### config.mk
export PLATFORM = sky130hd
export DESIGN_NAME = decodeStage
export DESIGN_NICKNAME = d
export VERILOG_FILES = /design/src/decodePkg.sv /design/src/hazardUnit.sv /design/src/issueLatch.sv /design/src/instrDecoder.sv /design/src/regFileBypass.sv /design/src/decodeStage.sv
export SDC_FILE = /design/constraint.sdc
export NUM_CORES = 1
export LEC_CHECK = 0
export BUFFER_PORTS_ARGS = -buffer_cell sky130_fd_sc_hd__buf_4
export CAP_MARGIN = 25
export CELL_PAD_IN_SITES_DETAIL_PLACEMENT = 0
export CELL_PAD_IN_SITES_GLOBAL_PLACEMENT = 1
export CORE_MARGIN = 1
export CORE_UTILIZATION = 45
export CTS_CLUSTER_SIZE = 40
export DETAILED_ROUTE_END_ITERATION = 16
export PLACE_DENSITY_LB_ADDON = 0.1
export SYNTH_ARGS = -nofsm -noshare
export SYNTH_HDL_FRONTEND = slang
export SYNTH_HIERARCHICAL = 1
export SYNTH_SLANG_ARGS = --single-unit
export TNS_END_PERCENT = 5
### constraint.sdc
create_clock -name clk -period 6.65 [get_ports clk]
set_clock_uncertainty 0.1 [all_clocks]
set_input_delay 0.9975 -clock clk [delete_from_list [all_inputs] [get_ports clk]]
set_output_delay 0.9975 -clock clk [all_outputs]
set_load 0.05 [all_outputs]
### src/decodePkg.sv
// Decode stage shared definitions
// Opcodes, word types, destination select and the control bundle
package decodePkg;

  typedef logic [15:0] wordT;  // Data and instruction word
  typedef logic [2:0] regSelT; // One of eight registers

  // Opcode field, instruction bits 15:11
  localparam logic [4:0] opHalt  = 5'b00000;
  localparam logic [4:0] opNop   = 5'b00001;
  localparam logic [4:0] opJal   = 5'b00110;
  localparam logic [4:0] opAddi  = 5'b01000;
  localparam logic [4:0] opAndni = 5'b01011;
  localparam logic [4:0] opBeqz  = 5'b01100;
  localparam logic [4:0] opSt    = 5'b10000;
  localparam logic [4:0] opLd    = 5'b10001;
  localparam logic [4:0] opAlu   = 5'b11011; // R-type, funct picks the op

  // Bubble, opcode only
  localparam wordT nopWord = {opNop, 11'b0};

  // Destination register source
  typedef enum logic [1:0] {
    rdRs   = 2'd0, // Bits 10:8
    rdRt   = 2'd1, // Bits 7:5
    rdRd   = 2'd2, // Bits 4:2
    rdLink = 2'd3  // Register 7
  } regDstT;

  // Control bundle handed to execute, memory and writeback
  typedef struct packed {
    logic [3:0] aluOp;
    logic [1:0] regSrc;  // Writeback source
    logic [1:0] bSrc;    // ALU B operand source
    logic       immSrc;  // Branch/jump offset, 0 imm8 and 1 imm11
    logic       regWrt;
    logic       memEn;
    logic       memWrt;
    logic       branch;
    logic       set;
    logic       sub;
    logic       invA;
    logic       invB;
    logic       aluJmp;
    logic       slbi;
    logic       halt;
    logic       btr;
    logic       jmp;
  } decodeCtrlT;

endpackage

### src/hazardUnit.sv
// Load-use hazard detection and branch flush control
// Flush runs FlushCycles cycles from a taken branch, frozen by stalls
`timescale 1ns/10ps
module hazardUnit #(
  parameter int unsigned FlushCycles = 2
) (
  input  logic              clk,
  input  logic              rst,
  input  logic              stall,
  input  logic              pcSrcX,
  input  logic              memRdEx,
  input  decodePkg::regSelT rtEx,
  input  decodePkg::regSelT readSel1,
  input  decodePkg::regSelT readSel2,
  output logic              hazard,
  output logic              flush
);

  typedef enum logic {
    stIdle,
    stFlushing
  } flushStateT;

  // Cycles left after the one that sees pcSrcX
  localparam logic [1:0] ReloadCnt = 2'(FlushCycles - 1);

  flushStateT state;
  logic [1:0] flushCnt;
  logic       loadUse;

  always_ff @(posedge clk) begin
    if (rst) begin
      state    <= stIdle;
      flushCnt <= '0;
    end else if (!stall) begin
      if (pcSrcX) begin
        flushCnt <= ReloadCnt;
        state    <= (ReloadCnt != 2'd0) ? stFlushing : stIdle;
      end else if (state == stFlushing) begin
        flushCnt <= flushCnt - 2'd1;
        if (flushCnt == 2'd1) begin
          state <= stIdle; // Last flush cycle
        end
      end
    end
  end

  assign flush = pcSrcX || (state == stFlushing);

  // Load in execute writes a register this instruction reads
  assign loadUse = memRdEx && ((rtEx == readSel1) || (rtEx == readSel2));

  assign hazard = loadUse && (state == stIdle) && !pcSrcX;

  hazardFlushExclusive: assert property (
    @(posedge clk) disable iff (rst)
    !(hazard && flush)
  ) else $error("hazard and flush high together");

endmodule

### src/issueLatch.sv
// Issue latch in front of the decoder
// Inserts bubbles and replays the held instruction after a load-use stall
`timescale 1ns/10ps
module issueLatch (
  input  logic            clk,
  input  logic            rst,
  input  decodePkg::wordT instrIn,
  input  logic            hazard,
  input  logic            flush,
  input  logic            dataStall,
  output decodePkg::wordT instr
);

  decodePkg::wordT heldInstr;
  logic            prevHazard;
  logic            replay;

  always_ff @(posedge clk) begin
    if (rst) begin
      heldInstr  <= decodePkg::nopWord;
      prevHazard <= 1'b0;
    end else if (!dataStall) begin // Frozen while memory stalls
      heldInstr  <= instrIn;
      prevHazard <= hazard;
    end
  end

  // A held bubble is never replayed
  assign replay = prevHazard && (heldInstr != decodePkg::nopWord);

  always_comb begin
    if (hazard || flush || dataStall) begin
      instr = decodePkg::nopWord;
    end else if (replay) begin
      instr = heldInstr;
    end else begin
      instr = instrIn;
    end
  end

  flushGivesNop: assert property (
    @(posedge clk) disable iff (rst)
    flush |-> instr == decodePkg::nopWord
  ) else $error("Instruction %h issued during flush", instr);

  // The instruction stopped by a hazard issues in the next free cycle
  replayHeld: assert property (
    @(posedge clk) disable iff (rst)
    (hazard && !dataStall) ##1 !(hazard || flush || dataStall)
    |-> instr == $past(instrIn) || $past(instrIn) == decodePkg::nopWord
  ) else $error("Replay issued %h, expected %h", instr, $past(instrIn));

endmodule

### src/instrDecoder.sv
// Instruction decoder
// Opcode to control bundle, immediate extension and destination select
`timescale 1ns/10ps
module instrDecoder (
  input  decodePkg::wordT       instr,
  output decodePkg::decodeCtrlT ctrl,
  output decodePkg::regSelT     writeRegSel,
  output decodePkg::wordT       imm5Ext,
  output decodePkg::wordT       imm8Ext,
  output decodePkg::wordT       imm11Ext,
  output logic [1:0]            functOut,
  output logic [1:0]            brchCndSel
);

  // ALU op codes seen by execute
  localparam logic [3:0] aluAdd   = 4'h0;
  localparam logic [3:0] aluAnd   = 4'h3;
  localparam logic [3:0] aluPassA = 4'h7;
  localparam logic [3:0] aluFunct = 4'hf; // Execute decodes funct bits

  // Writeback source
  localparam logic [1:0] wbLink = 2'b00; // PC + 2
  localparam logic [1:0] wbMem  = 2'b01;
  localparam logic [1:0] wbAlu  = 2'b10;

  // ALU B operand source
  localparam logic [1:0] bReg  = 2'b00;
  localparam logic [1:0] bImm5 = 2'b01;
  localparam logic [1:0] bImm8 = 2'b10;

  logic [4:0]        opcode;
  decodePkg::regDstT regDst;
  logic              zeroExt;

  assign opcode = instr[15:11];

  always_comb begin
    ctrl    = '0;            // Unknown opcodes behave as NOP
    regDst  = decodePkg::rdRs;
    zeroExt = 1'b0;
    case (opcode)
      decodePkg::opHalt: begin
        ctrl.halt = 1'b1;
      end
      decodePkg::opAddi: begin
        ctrl.aluOp  = aluAdd;
        ctrl.bSrc   = bImm5;
        ctrl.regSrc = wbAlu;
        ctrl.regWrt = 1'b1;
        regDst      = decodePkg::rdRt;
      end
      decodePkg::opAndni: begin
        ctrl.aluOp  = aluAnd;
        ctrl.bSrc   = bImm5;
        ctrl.invB   = 1'b1;  // AND with inverted immediate
        ctrl.regSrc = wbAlu;
        ctrl.regWrt = 1'b1;
        regDst      = decodePkg::rdRt;
        zeroExt     = 1'b1;
      end
      decodePkg::opLd: begin
        ctrl.aluOp  = aluAdd; // Base plus offset
        ctrl.bSrc   = bImm5;
        ctrl.memEn  = 1'b1;
        ctrl.regSrc = wbMem;
        ctrl.regWrt = 1'b1;
        regDst      = decodePkg::rdRt;
      end
      decodePkg::opSt: begin
        ctrl.aluOp  = aluAdd;
        ctrl.bSrc   = bImm5;
        ctrl.memEn  = 1'b1;
        ctrl.memWrt = 1'b1;
        regDst      = decodePkg::rdRt;
      end
      decodePkg::opBeqz: begin
        ctrl.aluOp  = aluPassA; // Condition checked on Rs
        ctrl.bSrc   = bImm8;
        ctrl.branch = 1'b1;
        ctrl.immSrc = 1'b0;
      end
      decodePkg::opJal: begin
        ctrl.jmp    = 1'b1;
        ctrl.immSrc = 1'b1;
        ctrl.regSrc = wbLink;
        ctrl.regWrt = 1'b1;
        regDst      = decodePkg::rdLink;
      end
      decodePkg::opAlu: begin
        ctrl.aluOp  = aluFunct;
        ctrl.bSrc   = bReg;
        ctrl.regSrc = wbAlu;
        ctrl.regWrt = 1'b1;
        regDst      = decodePkg::rdRd;
      end
      default: begin
      end
    endcase
  end

  assign imm5Ext  = zeroExt ? {11'b0, instr[4:0]} : {{11{instr[4]}}, instr[4:0]};
  assign imm8Ext  = zeroExt ? {8'b0, instr[7:0]} : {{8{instr[7]}}, instr[7:0]};
  assign imm11Ext = {{5{instr[10]}}, instr[10:0]}; // Jump offsets are always signed

  always_comb begin
    case (regDst)
      decodePkg::rdRs: writeRegSel = instr[10:8];
      decodePkg::rdRt: writeRegSel = instr[7:5];
      decodePkg::rdRd: writeRegSel = instr[4:2];
      default:         writeRegSel = 3'd7; // Link register
    endcase
  end

  assign functOut   = instr[1:0];
  assign brchCndSel = instr[12:11];

  // A store must also enable the memory
  memWrtNeedsEn: assert final (!ctrl.memWrt || ctrl.memEn)
    else $error("memWrt without memEn for opcode %b", opcode);

endmodule

### src/regFileBypass.sv
// Eight-entry register file, two read ports and one write port
// A read of the register being written returns the write data
`timescale 1ns/10ps
module regFileBypass (
  input  logic              clk,
  input  logic              rst,
  input  decodePkg::regSelT read1Sel,
  input  decodePkg::regSelT read2Sel,
  input  decodePkg::regSelT writeSel,
  input  decodePkg::wordT   writeData,
  input  logic              writeEn,
  output decodePkg::wordT   read1Data,
  output decodePkg::wordT   read2Data
);

  decodePkg::wordT regs [8];
  logic            bypass1;
  logic            bypass2;

  always_ff @(posedge clk) begin
    if (rst) begin
      for (int i = 0; i < 8; i++) begin
        regs[i] <= '0;
      end
    end else if (writeEn) begin
      regs[writeSel] <= writeData;
    end
  end

  // Same-cycle writeback forwarding
  assign bypass1 = writeEn && (read1Sel == writeSel);
  assign bypass2 = writeEn && (read2Sel == writeSel);

  assign read1Data = bypass1 ? writeData : regs[read1Sel];
  assign read2Data = bypass2 ? writeData : regs[read2Sel];

  // A written value is visible on the next cycle's read
  writeThenRead: assert property (
    @(posedge clk) disable iff (rst)
    writeEn ##1 (read1Sel == $past(writeSel)) && !bypass1
    |-> read1Data == $past(writeData)
  ) else $error("Port 1 read %h, expected %h", read1Data, $past(writeData));

endmodule

### src/decodeStage.sv
// Decode stage of the five-stage pipeline
// Issue latch, decoder, register file and hazard control
`timescale 1ns/10ps
module decodeStage #(
  parameter int unsigned FlushCycles = 2
) (
  input  logic                  clk,
  input  logic                  rst,
  input  logic                  dataStall,
  input  logic                  instrStall,
  input  decodePkg::wordT       instrIn,
  input  logic                  regWriteWb,
  input  decodePkg::regSelT     writeRegSelWb,
  input  decodePkg::wordT       writeDataWb,
  input  logic                  pcSrcX,     // Branch taken in execute
  input  logic                  memRdEx,    // Load in execute
  input  decodePkg::regSelT     rtEx,
  output decodePkg::wordT       readData1,
  output decodePkg::wordT       readData2,
  output decodePkg::wordT       imm5Ext,
  output decodePkg::wordT       imm8Ext,
  output decodePkg::wordT       imm11Ext,
  output decodePkg::decodeCtrlT ctrl,
  output logic [1:0]            functOut,
  output logic [1:0]            brchCndSel,
  output decodePkg::regSelT     rs,
  output decodePkg::regSelT     rt,
  output decodePkg::regSelT     writeRegSel,
  output logic                  hazard,
  output logic                  flush,
  output decodePkg::wordT       instrOut
);

  decodePkg::wordT instr; // Instruction after bubble insertion

  assign rs       = instr[10:8];
  assign rt       = instr[7:5];
  assign instrOut = instr;

  issueLatch latch (
    .clk       (clk),
    .rst       (rst),
    .instrIn   (instrIn),
    .hazard    (hazard),
    .flush     (flush),
    .dataStall (dataStall),
    .instr     (instr)
  );

  instrDecoder decoder (
    .instr       (instr),
    .ctrl        (ctrl),
    .writeRegSel (writeRegSel),
    .imm5Ext     (imm5Ext),
    .imm8Ext     (imm8Ext),
    .imm11Ext    (imm11Ext),
    .functOut    (functOut),
    .brchCndSel  (brchCndSel)
  );

  regFileBypass regFile (
    .clk       (clk),
    .rst       (rst),
    .read1Sel  (rs),
    .read2Sel  (rt),
    .writeSel  (writeRegSelWb),
    .writeData (writeDataWb),
    .writeEn   (regWriteWb),
    .read1Data (readData1),
    .read2Data (readData2)
  );

  // Compares against the raw fetch word, not the bubbled one
  hazardUnit #(
    .FlushCycles (FlushCycles)
  ) hazardCtl (
    .clk      (clk),
    .rst      (rst),
    .stall    (dataStall | instrStall),
    .pcSrcX   (pcSrcX),
    .memRdEx  (memRdEx),
    .rtEx     (rtEx),
    .readSel1 (instrIn[10:8]),
    .readSel2 (instrIn[7:5]),
    .hazard   (hazard),
    .flush    (flush)
  );

endmodule

==> results.toml <==
[floorplan]
die_extent_in_x_um = 147.9
die_footprint_sq_um = 21890
start_util = 0.4574
rows = 53
placeableCoreArea_sq_um = 20960
die_h_um = 147.9
floorplan.io_pins = 178

[setup_path]
number_of_buffers_and_inverters_on_the_critical_path = 3
arrival_ns = 4.71
endpoint_kind = "output pin"
worst_ep_required_time_ns = 5.55
critical_path.most_common_cell = "buf_4"
crit_path_max_fanout = 13
path_cells = "buf_4 -> xnor2_1 -> nand4_1 -> nand2_1 -> nor3_2 -> nand2_1 -> mux2i_4 -> buf_4 -> mux4_1 -> mux2_2 -> mux2_2 -> buf_4"
reg2reg_to = "latch/prevHazard"
worstRegToRegCells = 5
cpPeakStageDelay_ns = 0.66
reg2reg_setup_slack_ns = 5.32
crit_path_max_delay_family = "multiplexers"
critPathSlowestCell = "mux2i_4"
critPathKind = "input port to output pin"
regToRegStartpoint = "hazardCtl/state"
path_depth = 12
start_kind = "input port"

[global_routing]
grt_first_pass_wirelength_mm = 38.21
grt_start_max_net_pins = 37
global_route.usage.met1 = 0.3066
grt_antenna_before_repair = 0
met2_usage = 0.4137
top_usage_layer = "met2"
met3_usage = 0.04228
global_route.overflow_total = 0
first_global_vias = 6260
grt_usage = 0.2386

[synth]
synthArstFlopShare = 0
synth_top_area_share = 0.4010
edff_count_synth = 128
seq_area_frac_synth = 0.4428
count_of_yosys_warnings_during_synthesis = 6
yosysTopAreaCell = "edfxtp_1"
ys_seq_elements = 148
synth_cell_type_count = 49
syn-instance-count = 712
synth_common_cells = "and2_1, edfxtp_1, buf_4"
syn_area_per_cell_sq_um = 13.46
ys.flop_type = "edfxtp_1"
yosys.cell_count.top_type = "and2_1"
syn-cell-area_sq_um = 9584
netlist_top_cells_area = "edfxtp_1, mux4_1, and2_1, mux2_2, buf_4"

[detailed_routing]
first_pass_iters = 6
drt_first_iter_violations = 390
drt_wl_total_mm = 25.38
post_drt_via_cell_ratio = 5.706
drt-wirelength-per-cell_um = 23.05
post-route-drc-count = 0
detailroute.via_count = 6282
drtAntennaViolNets = 0

[clock_network]
clock_tree.root_cell = "clkbuf_16"
clkSlewWorstSetupHoldPaths_ns = 0.06
cts_resized = 0
post_cts.repair.setup_buffers = 0
cts_tree = "built"
ctsLongestPathBuffers = 2
tritoncts_num_sinks = 148
cts-htree-levels = 4
cts_buffers = 17
worst_skew_pair.late_latency_ns = 0.42
ctsHoldBuffers = 0

[sta]
slew_headroom = 0.3018
fin_crit_sh = 0.8733
unrepaired_setup_endpoints_after_global_routing = "false"
final.setup.tns_ns = 0
final_max_slew_viol_count = 0
timing_worst_slew_pin_value_ns = 1.046
final_setup_violations = 0
max_clock_freq_ghz = 0.1722
timing.final.hold_violations = 0
final.min_clock_period_ns = 5.807

[placement]
io_buffers = 171
hpwlAfterDp_mm = 16.16
gp_routability_congestion = 0.8117

[power]
p_per_area_nw_per_um2 = 239.9
power_consumption_w = 0.002725
max-vdd-ir-drop_uv = 171.4
cellLeakagePower_nw = 4.422

[layout]
final_nets = 860
drive_gt1_frac = 0.3874
final_core_utilization = 0.5420
flow.area_growth_from_synthesis_pct = 18.51
n_antenna_cell = 0

[worst_hold_path]
hp-start = "hazardCtl/flushCnt[1]"
min_delay_path_depth = 2
hold_end = "hazardCtl/flushCnt[1]"
timing.hold.worst.class = "flop to flop"

[status]
status = "finished clean"

[job]
cap_viol_max_count = 0
==> layout by cell type, fill, tap and decap left out, drive strengths merged, types with 12 or more instances in the layout <==
| cell type | synthesis | layout |
|---|---|---|
| and2 | 130 | 130 |
| buf | 87 | 190 |
| clkbuf | 25 | 17 |
| dfxtp | 20 | 20 |
| edfxtp | 128 | 128 |
| mux2 | 64 | 64 |
| mux2i | 32 | 32 |
| mux4 | 64 | 64 |
| nand2 | 35 | 35 |
| nor2 | 28 | 28 |
| xnor2 | 12 | 12 |
==> cell families after synthesis <==
logic type               after synthesis  share of synthesized area
AO/OA/AOI/OAI                         19                    0.01671
buffers and inverters                119                    0.08199
flip-flops                           148                     0.4428
XOR/XNOR                              12                    0.01097
adder cells (fa/ha/maj)                1                   0.001305
other                                  1                  0.0003913
multiplexers                         160                     0.2868
AND/OR/NAND/NOR                      252                     0.1590
==> tightest hold or removal path, stage by stage, from the launching register on <==
cell	delay [ns]
dfxtp_1	0.30
o21ai_0	0.07
a21oi_1	0.07
==> how the worst max path moves through the flow <==
stage                endpoint        from
2_1_floorplan  writeRegSel[1]     memRdEx
3_3_place_gp     readData1[1]  instrIn[8]
3_5_place_dp     readData1[3]  instrIn[6]
4_1_cts          readData1[3]  instrIn[6]
5_1_grt          readData1[3]     rtEx[0]
6_report         readData1[3]     rtEx[0]
==> per-stage QoR <==
stage          cell area [sq um]  hold WS, ns  instances  setup WS, ns
4_1_cts                    11350       0.3819       1100        0.8586
5_1_grt                    11360       0.4141       1101        0.6721
2_1_floorplan               9612       0.3435        717        0.2888
3_5_place_dp               10720       0.3735       1069        0.8680
6_report                   11360       0.3893       1101        0.8428
3_3_place_gp               10720       0.3607       1069        0.9040
==> state kept, by name, summed over array words and instances (netlist names) <==
register / count
hazardCtl/flushCnt: 2
latch/prevHazard: 1
regFile/regs: 128
latch/heldInstr: 16
hazardCtl/state: 1
==> where the power goes <==
part           leakage (nW)  switching, W  internal, W
registers              1.39     0.0000295      0.00107
clock network         0.296      0.000394     0.000630
logic                  2.74      0.000377     0.000229
==> metal layers <==
metal  vias to the layer above  share of wire
li1                       2813              -
met1                      3176           0.42
met2                       267           0.51
met3                        26          0.058
met4                         0          0.012
met5                         -              0
==> layout make-up <==
cell class                 instances  area [sq um]
fill                            1773          9597
timing repair buffer             190          1439
multi-input combinational        450          4678
sequential                       148          4244
inverter                           7         26.28
clock inverter                    14         201.4
tap                              275         344.1
clock buffer                      17         425.4
Note: power is estimated with default switching activity, not from simulation.
